**src/verilog/av_test_pkg.sv**
```systemverilog
// av test package
// raster, colour and i2s constants shared by the video and audio paths
// plus the width typedefs used across the design

package av_test_pkg;

  //////////////////////////////
  // raster timing
  //////////////////////////////

  // 400 clocks x 512 lines at 12.288 mhz gives 60 hz
  localparam int h_total  = 400;
  localparam int h_bporch = 10;
  localparam int h_active = 320;
  localparam int v_total  = 512;
  localparam int v_bporch = 10;
  localparam int v_active = 240;
  // line sync a few clocks after vs so the two never share a cycle
  localparam int hs_x     = 3;

  //////////////////////////////
  // stripe pattern
  //////////////////////////////

  localparam int stripe_period = 12;
  // three bands per period
  localparam int stripe_band   = 4;

  //////////////////////////////
  // i2s framing
  //////////////////////////////

  // bit clock is mclk / 4, 3.072 mhz
  localparam int sclk_div          = 4;
  localparam int slot_bits         = 32;
  localparam int guard_bits        = 4;
  // about 440 hz at 48 khz x 2 channels
  localparam int half_period_slots = 109;

  //////////////////////////////
  // types
  //////////////////////////////

  // x, y, frame and stripe sum
  typedef logic [9:0]  coord_t;
  // red in [23:16], green in [15:8], blue in [7:0]
  typedef logic [23:0] rgb_t;
  typedef logic [4:0]  slot_bit_t;
  typedef logic [6:0]  osc_count_t;

  // full intensity primaries
  localparam rgb_t rgb_black = 24'h000000;
  localparam rgb_t rgb_red   = 24'hff0000;
  localparam rgb_t rgb_green = 24'h00ff00;
  localparam rgb_t rgb_blue  = 24'h0000ff;

endpackage

```
**src/verilog/av_test_top.sv**
```systemverilog
// av test signal generator top
// video stripe pattern on a 320x240 raster and an i2s square wave tone,
// both running off the 12.288 mhz audio master clock

`timescale 1ns/1ps

module av_test_top (
  input  logic              audgen_mclk,
  input  logic              reset_n,
  output av_test_pkg::rgb_t video_rgb,
  output logic              video_de,
  output logic              video_hs,
  output logic              video_vs,
  output logic              audio_sclk,
  output logic              audio_lrck,
  output logic              audio_dac
);

  //////////////////////////////
  // video path
  //////////////////////////////

  av_test_pkg::coord_t x;
  av_test_pkg::coord_t y;
  av_test_pkg::coord_t frame;
  logic                active;

  video_timing u_video_timing (
    .audgen_mclk (audgen_mclk),
    .reset_n     (reset_n),
    .x           (x),
    .y           (y),
    .frame       (frame),
    .active      (active),
    .video_hs    (video_hs),
    .video_vs    (video_vs),
    .video_de    (video_de)
  );

  stripe_pattern u_stripe_pattern (
    .audgen_mclk (audgen_mclk),
    .reset_n     (reset_n),
    .x           (x),
    .y           (y),
    .frame       (frame),
    .active      (active),
    .video_rgb   (video_rgb)
  );

  //////////////////////////////
  // audio path
  //////////////////////////////

  // strobe out, level back
  logic slot_end;
  logic tone_high;

  i2s_serializer u_i2s_serializer (
    .audgen_mclk (audgen_mclk),
    .reset_n     (reset_n),
    .tone_high   (tone_high),
    .audio_sclk  (audio_sclk),
    .audio_lrck  (audio_lrck),
    .audio_dac   (audio_dac),
    .slot_end    (slot_end)
  );

  tone_osc u_tone_osc (
    .audgen_mclk (audgen_mclk),
    .reset_n     (reset_n),
    .slot_end    (slot_end),
    .tone_high   (tone_high)
  );

endmodule

```
**src/verilog/i2s_serializer.sv**
```systemverilog
// i2s serializer
// divides mclk by 4 into the bit clock and shifts out 32 bit slots,
// 4 guard zeros then the tone level, with word select per slot

`timescale 1ns/1ps

module i2s_serializer (
  input  logic audgen_mclk,
  input  logic reset_n,
  input  logic tone_high,
  output logic audio_sclk,
  output logic audio_lrck,
  output logic audio_dac,
  output logic slot_end
);

  localparam int div_w = $clog2(av_test_pkg::sclk_div);

  logic [div_w-1:0]       div;
  // sclk falling edge, a clock enable not a clock
  logic                   bit_stb;
  logic                   bit_last;
  av_test_pkg::slot_bit_t bit_idx;
  av_test_pkg::slot_bit_t bit_next;

  //////////////////////////////
  // bit clock divider
  //////////////////////////////

  always_ff @(posedge audgen_mclk or negedge reset_n) begin
    if (!reset_n) begin
      div <= '0;
    end else if (div == div_w'(av_test_pkg::sclk_div - 1)) begin
      div <= '0;
    end else begin
      div <= div + 1'b1;
    end
  end

  // low for 2 cycles, high for 2
  assign audio_sclk = div[1];
  // 3 -> 0 is the falling edge
  assign bit_stb    = (div == div_w'(av_test_pkg::sclk_div - 1));

  //////////////////////////////
  // slot framing
  //////////////////////////////

  assign bit_last = (bit_idx == av_test_pkg::slot_bits - 1);
  assign bit_next = bit_last ? '0 : bit_idx + 1'b1;
  // tone_osc counts these
  assign slot_end = bit_stb && bit_last;

  always_ff @(posedge audgen_mclk or negedge reset_n) begin
    if (!reset_n) begin
      bit_idx    <= '0;
      audio_lrck <= 1'b0;
      audio_dac  <= 1'b0;
    end else if (bit_stb) begin
      bit_idx <= bit_next;
      // switch channels as the slot wraps
      if (bit_last) begin
        audio_lrck <= ~audio_lrck;
      end
      // data for the bit now starting
      // guard zeros first, then the level
      if (bit_next < av_test_pkg::guard_bits) begin
        audio_dac <= 1'b0;
      end else begin
        audio_dac <= tone_high;
      end
    end
  end

  // guard bits stay zero whatever the tone level does
  assert property (@(posedge audgen_mclk) disable iff (!reset_n)
    (bit_idx < av_test_pkg::guard_bits) |-> !audio_dac);

endmodule

```
**src/verilog/stripe_pattern.sv**
```systemverilog
// stripe pattern generator
// moving red, green and blue diagonal bands over the active window

`timescale 1ns/1ps

module stripe_pattern (
  input  logic                audgen_mclk,
  input  logic                reset_n,
  input  av_test_pkg::coord_t x,
  input  av_test_pkg::coord_t y,
  input  av_test_pkg::coord_t frame,
  input  logic                active,
  output av_test_pkg::rgb_t   video_rgb
);

  av_test_pkg::coord_t stripe_sum;
  av_test_pkg::coord_t stripe_mod;
  av_test_pkg::rgb_t   colour;

  // diagonal position, low 10 bits only
  // frame term makes the bands crawl one pixel per frame
  assign stripe_sum = frame + x + y;
  assign stripe_mod = stripe_sum % av_test_pkg::coord_t'(av_test_pkg::stripe_period);

  //////////////////////////////
  // band select
  //////////////////////////////

  always_comb begin
    if (stripe_mod < av_test_pkg::stripe_band) begin
      colour = av_test_pkg::rgb_red;
    end else if (stripe_mod < 2 * av_test_pkg::stripe_band) begin
      colour = av_test_pkg::rgb_green;
    end else begin
      colour = av_test_pkg::rgb_blue;
    end
  end

  // black outside the window
  // lines up with video_de from the timing block
  always_ff @(posedge audgen_mclk or negedge reset_n) begin
    if (!reset_n) begin
      video_rgb <= av_test_pkg::rgb_black;
    end else if (active) begin
      video_rgb <= colour;
    end else begin
      video_rgb <= av_test_pkg::rgb_black;
    end
  end

  // only pure primaries ever leave this block
  assert property (@(posedge audgen_mclk) disable iff (!reset_n)
    (video_rgb != '0) |->
      $onehot({|video_rgb[23:16], |video_rgb[15:8], |video_rgb[7:0]}));

endmodule

```
**src/verilog/tone_osc.sv**
```systemverilog
// tone oscillator
// square wave level that flips every 109 i2s channel slots

`timescale 1ns/1ps

module tone_osc (
  input  logic audgen_mclk,
  input  logic reset_n,
  input  logic slot_end,
  output logic tone_high
);

  localparam av_test_pkg::osc_count_t half_count =
    av_test_pkg::osc_count_t'(av_test_pkg::half_period_slots);

  // slots seen in this half period, 1 based
  av_test_pkg::osc_count_t slot_cnt;

  //////////////////////////////
  // half period counter
  //////////////////////////////

  always_ff @(posedge audgen_mclk or negedge reset_n) begin
    if (!reset_n) begin
      slot_cnt  <= av_test_pkg::osc_count_t'(1);
      tone_high <= 1'b0;
    end else if (slot_end) begin
      if (slot_cnt == half_count) begin
        // end of half period, restart and flip
        slot_cnt  <= av_test_pkg::osc_count_t'(1);
        tone_high <= ~tone_high;
      end else begin
        slot_cnt <= slot_cnt + 1'b1;
      end
    end
  end

  // count range, never 0 and never past the half period
  assert property (@(posedge audgen_mclk) disable iff (!reset_n)
    (slot_cnt >= 1) && (slot_cnt <= half_count));

endmodule

```
**src/verilog/video_timing.sv**
```systemverilog
// video timing generator
// pixel and line counters for a 400 x 512 raster with a 320 x 240 window,
// registered sync pulses and data enable, and a running frame count

`timescale 1ns/1ps

module video_timing (
  input  logic                audgen_mclk,
  input  logic                reset_n,
  output av_test_pkg::coord_t x,
  output av_test_pkg::coord_t y,
  output av_test_pkg::coord_t frame,
  output logic                active,
  output logic                video_hs,
  output logic                video_vs,
  output logic                video_de
);

  // end of line / end of frame
  logic x_last;
  logic y_last;

  assign x_last = (x == av_test_pkg::h_total - 1);
  assign y_last = (y == av_test_pkg::v_total - 1);

  // inside the visible window, from the current counter state
  assign active = (x >= av_test_pkg::h_bporch) &&
                  (x <  av_test_pkg::h_bporch + av_test_pkg::h_active) &&
                  (y >= av_test_pkg::v_bporch) &&
                  (y <  av_test_pkg::v_bporch + av_test_pkg::v_active);

  //////////////////////////////
  // counters and sync
  //////////////////////////////

  always_ff @(posedge audgen_mclk or negedge reset_n) begin
    if (!reset_n) begin
      x        <= '0;
      y        <= '0;
      frame    <= '0;
      video_hs <= 1'b0;
      video_vs <= 1'b0;
      video_de <= 1'b0;
    end else begin
      // pixel counter, wraps at end of line
      if (x_last) begin
        x <= '0;
        // line counter, wraps at end of frame
        if (y_last) begin
          y <= '0;
        end else begin
          y <= y + 1'b1;
        end
      end else begin
        x <= x + 1'b1;
      end

      // new frame at the top left corner
      video_vs <= (x == '0) && (y == '0);
      if ((x == '0) && (y == '0)) begin
        frame <= frame + 1'b1;
      end

      // line sync in the back porch
      video_hs <= (x == av_test_pkg::hs_x);
      // same cycle as the stripe colour register
      video_de <= active;
    end
  end

  // syncs sit in the porch, never in the active area
  assert property (@(posedge audgen_mclk) disable iff (!reset_n)
    video_de |-> !(video_hs || video_vs));

  assert property (@(posedge audgen_mclk) disable iff (!reset_n)
    x < av_test_pkg::h_total);

endmodule
```
**config.mk**
```make
export PLATFORM = sky130hd
export DESIGN_NAME = av_test_top
export DESIGN_NICKNAME = d
export VERILOG_FILES = /design/src/verilog/av_test_pkg.sv /design/src/verilog/av_test_top.sv /design/src/verilog/i2s_serializer.sv /design/src/verilog/stripe_pattern.sv /design/src/verilog/tone_osc.sv /design/src/verilog/video_timing.sv
export SDC_FILE = /design/constraint.sdc
export NUM_CORES = 1
export LEC_CHECK = 0
export ABC_AREA = 1
export BUFFER_PORTS_ARGS = -buffer_cell sky130_fd_sc_hd__buf_2
export CORE_ASPECT_RATIO = 0.75
export CORE_MARGIN = 8
export CORE_UTILIZATION = 56
export DETAILED_ROUTE_END_ITERATION = 10
export HOLD_SLACK_MARGIN = 0.1
export PLACE_DENSITY = 0.76
export SYNTH_ARGS = -nofsm -noshare
export SYNTH_HDL_FRONTEND = slang
export SYNTH_SLANG_ARGS = --single-unit
```
**constraint.sdc**
```tcl
create_clock -name audgen_mclk -period 3.8 [get_ports audgen_mclk]
set_clock_uncertainty 0.05 [all_clocks]
set_input_delay 0.76 -clock audgen_mclk [delete_from_list [all_inputs] [get_ports audgen_mclk]]
set_output_delay 0.76 -clock audgen_mclk [all_outputs]
set_load 0.005 [all_outputs]
```
Yosys cells after proc, flatten, opt, wreduce, memory -nomap -nowiden
Cells that the tools add are included.

Memories kept: 0. Memory bits (read-only): 0. Bits in writable memories: 0. Latch bits: 0. Register bits after elaboration: 74. Input port bits: 2. Logic and storage cells: 55.

Multiplexer cells: 9. Bitwise gates (word level): 2. Reduce and logical (&&, ||, !) cells: 9. Add/subtract/negate cells: 8. Eq/ne operators: 6. Divide/modulo/power cells: 1. $lt $le $gt $ge: 7. Multipliers: 0. Shift operators: 0.

Operators with widths (count): 24-bit 2-to-1 mux (2); 10-bit by 1-bit adder with 10-bit output (second input constant) (3); 10-bit adder (2); 10-bit by 9-bit equality test with 1-bit output (second input constant) (2); 10-bit by 4-bit greater-or-equal comparator with 1-bit output (second input constant) (2); 10-bit zero test (2); 10-bit 2-to-1 mux (2); 16-bit 2-to-1 mux (1); 10-bit by 2-bit equality test with 1-bit output (second input constant) (1); 10-bit by 3-bit less-than comparator with 1-bit output (second input constant) (1); 10-bit by 4-bit less-than comparator with 1-bit output (second input constant) (1); 10-bit by 8-bit less-than comparator with 1-bit output (second input constant) (1); 10-bit by 9-bit less-than comparator with 1-bit output (second input constant) (1); 10-bit by 4-bit modulo with 10-bit output (second input constant) (1); 7-bit by 1-bit adder with 7-bit output (second input constant) (1); 7-bit equality test (second input constant) (1); 7-bit 2-to-1 mux (1); 5-bit by 1-bit adder with 5-bit output (second input constant) (1); 5-bit equality test (second input constant) (1); 1-bit logical AND (5); 5-bit by 3-bit less-than comparator with 1-bit output (second input constant) (1); 5-bit 2-to-1 mux (1); 2-bit AND reduction (2); 2-bit by 1-bit adder with 2-bit output (second input constant) (1); 4 further kinds (5).

Longest topological paths before layout
Gate-level depths: netlist (run 1).

Depth in word-level cells: 7. Gate-level depth with buffers: 29. Depth with buffers taken out: 29.

Cells and area by module
A second synthesis (run 1) with hierarchy kept.

Cell total of the unflattened synthesis: 560. Area, all modules: 4037.6 um^2.

By module, submodules not included: video_timing (area each 1949.4 um^2, seq. area each 825.8 um^2, times used 1, cells each 264); stripe_pattern (area each 1221.2 um^2, seq. area each 75.1 um^2, times used 1, cells each 189); tone_osc (area each 450.4 um^2, seq. area each 201.4 um^2, times used 1, cells each 58); i2s_serializer (area each 416.6 um^2, seq. area each 225.2 um^2, times used 1, cells each 49).

Worst setup path after synthesis (run 1)
OpenSTA, ideal clock, no wires.

Path type: reg2reg. Start: reg u_video_timing.y[1]. End: reg u_stripe_pattern.video_rgb[22]. Library setup time: 0.117 ns. Setup slack: 0.503 ns. Buffers on the path: 0. Arrival: 3.131 ns. Stages on the path, launching flop included: 30. Cell sequence: dfrtp_1 > inv_1 > fa_1 > inv_1 > ha_1 > fa_1 > nand2_1 > nand2_2 > nand3_1 > nand2_1 > nand2_1 > nand2_2 > inv_2 > nand3_2 > nand2_1 > nand2_1 > nand2_1 > nand2_1 > nand2_1 > nand2_2 > nand2_1 > o21ai_2 > nand2_2 > inv_2 > o21bai_4 > nand2_2 > nand2_1 > nand2_1 > nand2_1 > nor2_1.

Word-level cells in the longest chain between the ends: 5.

Ends and longest elaborated chain: start: declaration (line video_timing.sv:11) `output av_test_pkg::coord_t y,`; start signal: assignment (line video_timing.sv:52) `y <= y + 1'b1;`; 10-bit adder (line stripe_pattern.sv:22) `assign stripe_sum = frame + x + y;`; 10-bit by 4-bit modulo with 10-bit output (line stripe_pattern.sv:23) `assign stripe_mod = stripe_sum % av_test_pkg::coord_t'(av_test_pkg::stripe_period);`; 10-bit by 3-bit less-than comparator with 1-bit output (line stripe_pattern.sv:30) `if (stripe_mod < av_test_pkg::stripe_band) begin`; 24-bit 2-to-1 mux (line stripe_pattern.sv:30); 24-bit 2-to-1 mux * (line stripe_pattern.sv:44) `end else if (active) begin`; end signal: assignment (line stripe_pattern.sv:43) `video_rgb <= av_test_pkg::rgb_black;`; end signal: assignment (line stripe_pattern.sv:45) `video_rgb <= colour;`; end signal: assignment (line stripe_pattern.sv:47) `video_rgb <= av_test_pkg::rgb_black;`; end: declaration (line stripe_pattern.sv:13) `output av_test_pkg::rgb_t video_rgb`.

Mark *: on every way between the ends. The rest lies on a longest branch, timed or not. A chain may end at the register's enable or synchronous reset.

Final worst setup path (run 1)
Same ends and word-level chain as after synthesis.

==> results.cfg, run 1 <==
[layout]
nets = 501
final_util_pct = 62.98
drive_gt1_share_pct = 19.92
layoutNonFillerInstCount = 553
area_growth_pct = 10.14
diodes = 0

[yosys]
syn_nets = 481
yosysMostFrequentCell = nand2_1
synth_area_um2 = 3577
synth_cells = 451
synth_cell_types = 34
synth_largest_area_cell = dfrtp_1
synth.area.top_cells = dfrtp_1, nand2_1, inv_1
synth_ff_type = dfrtp_1
syn_avg_cell_area_um2 = 7.932
synth_top_area_share_pct = 36.38
ys_warn_count = 0
synthTopCellsByCount = nand2_1, inv_1, dfrtp_1
async_flop_share_pct = 100.0
yosysSeqAreaShare_pct = 37.11
synth_edf_count = 0
synth_seq_cells = 53

[detailed_routing]
wl_per_cell_um = 13.00
first_iter_violations = 139
drc = 0
top_signal_layer_used = met4
antenna_left = 0
vias = 2865
wl_met3_um = 528
drt_wl_total_um = 7190
wl_met1_um = 3383
drtPass1Iterations = 4
viasPerCell = 5.181
wl_met2_um = 3194

[clock_network]
cts_tree = yes
numCtsBuffers = 5
cts_hold_buf = 0
clock_sinks = 53
root_buffer = clkbuf_8
clock_latency_ns = 0.31
cts.path.max_buffers = 2
htree_levels = 2
clk_pin_slew_ns = 0.10

[timing]
fmax_mhz = 279.0
fin_setup_tns_ns = 0
fin_crit_ns = 3.584
setup_slack_ns = 0.2157
slew_viol_final = 0
hold_violations = 0
fin_crit_sh_pct = 94.32
rsz0062_at_grt = true
relSlewSlack_pct = 52.51
setup_viol = 0
tightest_slew_ns = 0.7058

[die]
ioPinCount = 32
rows = 25
chipHeight_um = 85.22
dieArea_um2 = 9228
start_util_pct = 57.18
die_width_um = 108.3
core_area_um2 = 6256

[critical_path]
cp_max_fo = 4
arrival_ns = 3.74
critPathRequiredTime_ns = 3.96
end_kind = register
critPathKind = reg2reg
start_kind = register

[flow_run]
drv_cap = 0

[grt]
grt_max_degree = 29
grtUsageTotal_pct = 15.59
antenna_found_initial = 0
grt_pass1_vias = 2628
grt_first_pass_wirelength_um = 11730
grt-ovfl-total = 0

[placed_design]
place.gp.congestion = 0.8774
post-dp-hpwl_um = 5537
dpl.cell_count = 542
pre_cts_ws_ns = 0.1989
io_buffers = 31

[hold_path]
min_path_type = reg2reg

[pwr]
power_density_nw_per_um2 = 243.8
p_leak_uw = 0.002036
power_uw = 960.6
worst_ir_drop_vdd_v = 0.0001716

[run_status]
status = finished, final reports clean
[cell type report]
| type | instances | area [um^2] |
|---|---|---|
| clock buffer | 5 | 68.82 |
| clock inverter | 3 | 46.29 |
| fill | 519 | 2316 |
| inverter | 77 | 289.0 |
| multi-input combinational | 299 | 1922 |
| sequential | 53 | 1328 |
| tap | 81 | 101.3 |
| timing repair buffer | 35 | 185.2 |
[state kept, by name (all words and copies together), names as in the netlist]
signal and count:
u_video_timing.frame 10, u_video_timing.x 10, u_video_timing.y 10, u_tone_osc.slot_cnt 7, u_i2s_serializer.bit_idx 5, u_stripe_pattern.video_rgb 3
u_i2s_serializer.div 2, u_i2s_serializer.audio_dac 1, u_i2s_serializer.audio_lrck 1, u_tone_osc.tone_high 1, u_video_timing.video_de 1, u_video_timing.video_hs 1
u_video_timing.video_vs 1
[cells in the final DEF, fill, tap and decap left out, types with 8 or more instances in the layout]
master,count
a21oi_1,12
buf_2,31
dfrtp_1,52
fa_1,9
ha_1,17
inv_1,67
inv_2,8
nand2_1,84
nand2_2,16
nand3_1,18
nand3_2,8
nor2_1,36
nor3_1,20
o21ai_0,17
xor2_1,15
[worst max-delay path, stage by stage, from the launching register on]
cell	delay, ns
dfrtp_1	0.40
inv_2	0.07
fa_1	0.55
inv_2	0.05
ha_4	0.16
fa_2	0.36
nand2_2	0.07
nand2_2	0.07
nand3_2	0.08
nand2_1	0.06
nand2_1	0.07
nand2_2	0.09
o21ai_2	0.15
nand4_1	0.17
nand2_2	0.16
nand2_2	0.08
nand2_4	0.08
nand2_4	0.07
a21oi_4	0.17
nor2_4	0.06
o21bai_4	0.16
nand2_2	0.10
nand2_1	0.06
nand2_1	0.04
nand2_1	0.05
nor2_1	0.04
[cell families (layout without fill, tap and decap cells)]
| family | after synthesis | after routing | synth area share (%) |
|---|---|---|---|
| compound gates | 42 | 42 | 7.066 |
| simple gates | 208 | 208 | 26.20 |
| xor+xnor | 21 | 21 | 5.142 |
| flops | 53 | 53 | 37.11 |
| buf+inv | 99 | 120 | 12.59 |
| fa+ha+maj | 28 | 28 | 11.89 |
[worst paths after layout]
path                                              startpoint                                       end  slack [ns]  depth (start not counted)
max                          u_video_timing.y[1]$_DFFE_PN0N_  u_stripe_pattern.video_rgb[22]$_DFF_PN0_        0.22                         25
max in group asynchronous                            reset_n        u_tone_osc.slot_cnt[0]$_DFFE_PN1P_        2.51                          2
min reg2reg                u_i2s_serializer.div[0]$_DFF_PN0_         u_i2s_serializer.div[0]$_DFF_PN0_        0.38                          1
min                        u_i2s_serializer.div[0]$_DFF_PN0_         u_i2s_serializer.div[0]$_DFF_PN0_        0.38                          1
min in group asynchronous                            reset_n           u_video_timing.y[0]$_DFFE_PN0N_        0.39                          1
max reg2reg                  u_video_timing.y[1]$_DFFE_PN0N_  u_stripe_pattern.video_rgb[22]$_DFF_PN0_        0.22                         25
[layer usage]
| metal | vias to the layer above | GRT usage (%) |
|---|---|---|
| met5 | - | 0 |
| met4 | 0 | 3.346 |
| met3 | 10 | 3.558 |
| met2 | 83 | 24.39 |
| met1 | 1330 | 21.38 |
| li1 | 1442 | - |
[stage by stage]
stage | hold slack (ns) | cell area, um^2
after floorplan | 0.3507 | 3577
after global placement | 0.3607 | 3680
after detailed placement | 0.3759 | 3680
after CTS | 0.3870 | 3795
after global routing | 0.4091 | 3940
final | 0.3786 | 3940
[power breakdown]
group / internal (uW) / total, uW / switching (uW)
registers: 564 / 564 / 0
clock network: 197 / 386 / 188
logic: 1.03 / 11.5 / 10.5
total: 762 / 961 / 199
[repair_timing]
action	4_1_cts	5_1_grt
setup buffers	0	3
resized for setup	0	37
endpoints found under the setup margin	0	3
(Power assumes the default switching activity.)
==> run 2, diff against run 1 <==
--- a/config.mk
+++ b/config.mk
@@ -8,10 +8,10 @@
 export ABC_AREA = 1
 export BUFFER_PORTS_ARGS = -buffer_cell sky130_fd_sc_hd__buf_2
 export CORE_ASPECT_RATIO = 0.75
-export CORE_MARGIN = 8
+export CORE_MARGIN = 3
 export CORE_UTILIZATION = 56
 export DETAILED_ROUTE_END_ITERATION = 10
-export HOLD_SLACK_MARGIN = 0.1
+export HOLD_SLACK_MARGIN = 0.15
 export PLACE_DENSITY = 0.76
 export SYNTH_ARGS = -nofsm -noshare
 export SYNTH_HDL_FRONTEND = slang
==> run 2 against run 1 <==
Effect of this change: flip-flop and latch count unchanged; via count is 0.21% lower; worst setup slack got worse by 0.037 ns; combinational power hardly changed; first-iteration DRC count grew 71%; maximum frequency shrank 1.0%; utilization grew 1.7 points; die area fell by 20%; clock-buffer cell count increased by 1; wire length grew 2.3%; critical endpoint unchanged.
==> results.cfg, run 2 (synthesized netlist as in run 1, its figures left out) <==
[critical_path]
end_kind = register
path_delay_family = simple AND/OR/NAND/NOR gates
critPathRequiredTime_ns = 3.97
reg2reg_from = u_video_timing.frame[1]$_DFFE_PN0P_
arrival_ns = 3.79
crit_buf_inv = 4
rr_worst_depth = 28
cpMostUsedCell = nand2_1
timing.rr.end = u_stripe_pattern.video_rgb[22]$_DFF_PN0_
slowest_delay_ns = 0.54
critPathKind = reg2reg
cp_max_fo = 4
start_kind = register
r2r_setup_slack_ns = 0.18
slowest_stage = fa_1

[grt]
grt_first_pass_wirelength_um = 11920
grt-ovfl-total = 0
antenna_found_initial = 0
grt_pass1_vias = 2574
grtUsageTotal_pct = 20.25
grt_max_degree = 35

[timing]
tightest_slew_ns = 0.7592
setup_viol = 0
fin_crit_ns = 3.621
relSlewSlack_pct = 48.92
fin_crit_sh_pct = 95.29
hold_violations = 0
slew_viol_final = 0
fmax_mhz = 276.2

[clock_network]
cts.path.max_buffers = 2
numCtsBuffers = 5
htree_levels = 2
cts_tree = yes
root_buffer = clkbuf_8
clock_sinks = 53
clock_latency_ns = 0.32
clk_pin_slew_ns = 0.10

[layout]
area_growth_pct = 8.639
finalInstanceArea_um2 = 3886
fillCellCount = 502
diodes = 0
final_cell_mix = nand2_1, inv_1, dfrtp_1
layout_commonest_cell = nand2_1
nets = 502
final_util_pct = 64.71
drive_gt1_share_pct = 17.97
largestRegisters = u_video_timing.frame (10), u_video_timing.x (10), u_video_timing.y (10)

[detailed_routing]
drtPass1Iterations = 4
first_iter_violations = 237
antenna_left = 0
drt_wl_total_um = 7353
drc = 0
wl_per_cell_um = 13.34
viasPerCell = 5.189
vias = 2859

[die]
chipHeight_um = 75.22
core_area_um2 = 6006
ioPinCount = 32
start_util_pct = 59.56
rows = 24
die_width_um = 98.29
dieArea_um2 = 7393

[pwr]
power_density_nw_per_um2 = 252.7
pwr-share-clk_pct = 41.5
p_leak_uw = 0.002033
worst_ir_drop_vdd_v = 0.0001428
power.switching_uw = 203.4
pwr-share-seq_pct = 57.4
swShare_pct = 20.70
p_int_uw = 778.9
comb_power_share_pct = 1.2

[hold_path]
min_path_type = reg2reg
hp-start = u_i2s_serializer.div[0]$_DFF_PN0_
holdPathStages = 1
whs_endpoint = u_i2s_serializer.div[0]$_DFF_PN0_

[placed_design]
placed_area_um2 = 3676
place.gp.congestion = 0.8857
io_buffers = 31
post-dp-hpwl_um = 5609

[run_status]
status = finished, final reports clean

[flow_run]
drv_cap = 0
## run 2: changes by cell type in the layout (fill, tap and decap cells not counted), sizes merged
cell,change
clkbuf,+1
clkinv,-1
buf,+1
## run 2: per-layer routing
metal | share of wire [%] | up-vias | GRT usage [%] | routed length, um
met5 | 0 | - | 0 | 0
met4 | 0.79 | 0 | 4.394 | 58
met3 | 6.6 | 7 | 6.389 | 485
met2 | 43 | 64 | 31.39 | 3170
met1 | 49 | 1342 | 28.39 | 3637
li1 | - | 1446 | - | -
## run 2: layout make-up
class / count / area (um^2) / area share (%)
clock buffers: 6 / 82.58 / 2.125
clock inverters: 2 / 37.54 / 0.9659
inverters: 77 / 289.0 / 7.437
multi-input cells: 299 / 1859 / 47.84
flip-flops and latches: 53 / 1328 / 34.16
well taps: 78 / 97.59 / 2.511
repair buffers: 36 / 192.7 / 4.958
## run 2: worst register-to-register path, delay by kind of cell (launching register included)
kind            cells  cell delay (ns)
flops               1             0.39
compound gates      2             0.28
buf+inv             4             0.33
fa+ha+maj           3             1.10
simple gates       19             1.38
## run 2: through the flow
stage | hold slack, ns | TNS, ns | total power [uW] | instances | setup WS [ns]
after floorplan | 0.3507 | 0 | 574.9 | 451 | 0.5029
after global placement | 0.3629 | 0 | 587.1 | 539 | 0.3806
after detailed placement | 0.3664 | 0 | 587.0 | 539 | 0.04685
after CTS | 0.3789 | 0 | 985.6 | 547 | 0.02017
after global routing | 0.3884 | -0.1852 | 1015 | 551 | -0.08023
final | 0.3755 | 0 | 982.2 | 551 | 0.1791
## run 2: timing repair
| action | CTS | global route |
|---|---|---|
| setup buffers | 0 | 4 |
| endpoints found under the setup margin | 0 | 3 |
| hold buffers | 0 | 0 |
| gates resized for setup | 0 | 20 |
## run 2: power groups by stage
stage	registers [uW]	clock network (uW)	logic (uW)
after floorplan	575	0	0.00120
after global placement	575	0	12.4
after detailed placement	575	0	12.3
after CTS	564	410	12.3
after global routing	564	437	14.3
final	564	407	11.4
## run 2: worst max path at each step
stage                                                   start                                  endpoint  cells after the start
after floorplan               u_video_timing.y[1]$_DFFE_PN0N_  u_stripe_pattern.video_rgb[22]$_DFF_PN0_                     29
after detailed placement      u_video_timing.y[1]$_DFFE_PN0N_   u_stripe_pattern.video_rgb[7]$_DFF_PN0_                     24
after CTS                 u_video_timing.frame[1]$_DFFE_PN0P_   u_stripe_pattern.video_rgb[7]$_DFF_PN0_                     24
after global placement        u_video_timing.y[1]$_DFFE_PN0N_  u_stripe_pattern.video_rgb[22]$_DFF_PN0_                     29
after global routing      u_video_timing.frame[1]$_DFFE_PN0P_  u_stripe_pattern.video_rgb[15]$_DFF_PN0_                     25
final                     u_video_timing.frame[1]$_DFFE_PN0P_  u_stripe_pattern.video_rgb[22]$_DFF_PN0_                     28
==> run 3, diff against run 2 <==
--- a/config.mk
+++ b/config.mk
@@ -7,7 +7,6 @@
 export LEC_CHECK = 0
 export ABC_AREA = 1
 export BUFFER_PORTS_ARGS = -buffer_cell sky130_fd_sc_hd__buf_2
-export CORE_ASPECT_RATIO = 0.75
 export CORE_MARGIN = 3
 export CORE_UTILIZATION = 56
 export DETAILED_ROUTE_END_ITERATION = 10
==> run 3 against run 2 <==
Effect of this change: sequential share of layout area rose by 0.41 points; clock power shrank 15%; flip-flop and latch count unchanged; die area decreased by 0.13%; critical path depth shrank 2; sequential power about the same; cell area shrank 1.2%; global-route usage fell by 0.23 points; worst setup slack improved by 0.086 ns; power down 6.4%; clock-buffer cell count decreased by 1; maximum frequency grew 2.4%; largest power group unchanged.
==> results.cfg, run 3 (synthesized netlist as in run 1, its figures left out) <==
[detailed_routing]
viasPerCell = 5.159
antenna_left = 0
drt_wl_total_um = 6694
first_iter_violations = 139
vias = 2817
drc = 0
drtPass1Iterations = 4
wl_per_cell_um = 12.26

[timing]
slew_viol_final = 0
setup_viol = 0
setup_slack_ns = 0.2648
fin_crit_ns = 3.535
fmax_mhz = 282.9
tightest_slew_ns = 0.8465
relSlewSlack_pct = 43.57
fin_crit_sh_pct = 93.03
hold_violations = 0

[die]
start_util_pct = 59.02
core_area_um2 = 6061
rows = 28
ioPinCount = 32
die_width_um = 85.93
dieArea_um2 = 7383
chipHeight_um = 85.93

[clock_network]
clock_latency_ns = 0.32
clock_sinks = 53
clk_pin_slew_ns = 0.11
htree_levels = 2
cts.path.max_buffers = 2
cts_tree = yes
numCtsBuffers = 5
root_buffer = clkbuf_8

[pwr]
power_uw = 919.1
pwr-share-seq_pct = 61.3
pwr-share-clk_pct = 37.4
power.switching_uw = 216.2
worst_ir_drop_vdd_v = 0.0001571
comb_power_share_pct = 1.3
power_density_nw_per_um2 = 239.3
p_leak_uw = 0.002022
p_int_uw = 702.9
swShare_pct = 23.52

[layout]
area_growth_pct = 7.345
nets = 500
largestRegisters = u_video_timing.frame (10), u_video_timing.x (10), u_video_timing.y (10)
layout_commonest_cell = nand2_1
diodes = 0
final_cell_mix = nand2_1, inv_1, dfrtp_1
drive_gt1_share_pct = 17.20

[critical_path]
critPathKind = reg2reg
cp_max_fo = 4
start_kind = register
arrival_ns = 3.74
r2r_setup_slack_ns = 0.26
end_kind = register
critPathRequiredTime_ns = 4.01

[grt]
grt_max_degree = 40
grtUsageMet2_pct = 34.06
grt_first_pass_wirelength_um = 11900
grt_pass1_vias = 2683
met3_usage_pct = 2.978
antenna_found_initial = 0
top_usage_layer = met2
met1_usage_pct = 26.70
grt-ovfl-total = 0
grtUsageTotal_pct = 20.02

[placed_design]
post-dp-hpwl_um = 5265
io_buffers = 31
place.gp.congestion = 0.8338
pre_cts_ws_ns = 0.1709

[run_status]
status = finished, final reports clean

[hold_path]
min_path_type = reg2reg

[flow_run]
drv_cap = 0
run 3: cell types whose count changed in the layout (fill, tap and decap cells not counted), sizes merged:
cell	change
buf	-2
clkinvlp	-1
bufinv	-1
clkinv	+1
inv	+2
clkbuf	-1
run 3: cell type report:
type,instances,area [um^2]
Sequential cell,53,1328
Fill cell,530,2221
Clock buffer,5,68.82
Clock inverter,3,28.78
Multi-Input combinational cell,299,1854
Tap cell,75,93.84
Timing Repair Buffer,34,177.7
Inverter,77,289.0
run 3: worst paths after layout:
path	to	startpoint	cells past startpoint
min	u_i2s_serializer.div[0]$_DFF_PN0_	u_i2s_serializer.div[0]$_DFF_PN0_	1
min reg2reg	u_i2s_serializer.div[0]$_DFF_PN0_	u_i2s_serializer.div[0]$_DFF_PN0_	1
max reg2reg	u_stripe_pattern.video_rgb[22]$_DFF_PN0_	u_video_timing.frame[1]$_DFFE_PN0P_	26
min in group asynchronous	u_i2s_serializer.bit_idx[0]$_DFFE_PN0P_	reset_n	1
max in group asynchronous	u_video_timing.frame[9]$_DFFE_PN0P_	reset_n	2
max	u_stripe_pattern.video_rgb[22]$_DFF_PN0_	u_video_timing.frame[1]$_DFFE_PN0P_	26
run 3: stage by stage:
stage | TNS (ns) | area (um^2) | instances | utilization, % | hold slack, ns
after floorplan | 0 | 3577 | 451 | - | 0.3507
after global placement | 0 | 3672 | 536 | 60.59 | 0.3635
after detailed placement | 0 | 3672 | 536 | 60.59 | 0.4005
after CTS | 0 | 3770 | 544 | 62.20 | 0.4160
after global routing | -0.03945 | 3840 | 546 | 63.36 | 0.4354
final | 0 | 3840 | 546 | 63.36 | 0.4027
run 3: power by group through the flow:
stage               logic [uW]  clock network [uW]  registers (uW)
CTS                       12.7                 351             564
global placement          12.5                   0             575
floorplan              0.00120                   0             575
detailed placement        12.7                   0             575
finish                    11.7                 344             564
global route              14.1                 374             564
run 3: what timing repair did:
action / in CTS / in global routing
gates resized for setup: 0 / 19
endpoints found under the setup margin: 0 / 3
buffers inserted: 0 / 2
hold buffers: 0 / 0
run 3: layer usage:
metal / wire length, um / vias to the layer above
met5: 0 / -
met4: 70 / 0
met3: 256 / 6
met2: 3265 / 50
met1: 3101 / 1319
li1: - / 1442
run 3: critical path, stage by stage, from the launching register on:
cell	delay, ns
dfrtp_1	0.40
inv_2	0.06
fa_1	0.53
inv_1	0.04
ha_2	0.20
fa_2	0.38
nand2_2	0.08
nand2_2	0.07
nand3_2	0.09
nand2_1	0.05
nand2_1	0.06
nand2_2	0.09
o21ai_2	0.15
nand4_1	0.18
nand2_2	0.13
nand2_1	0.07
nand2_2	0.08
nand3_2	0.08
nand2_1	0.09
nand2_2	0.05
nand3_1	0.10
nand3_2	0.11
nand2_2	0.10
nand2_1	0.05
nand2_1	0.05
nand2_1	0.05
nor2_1	0.08
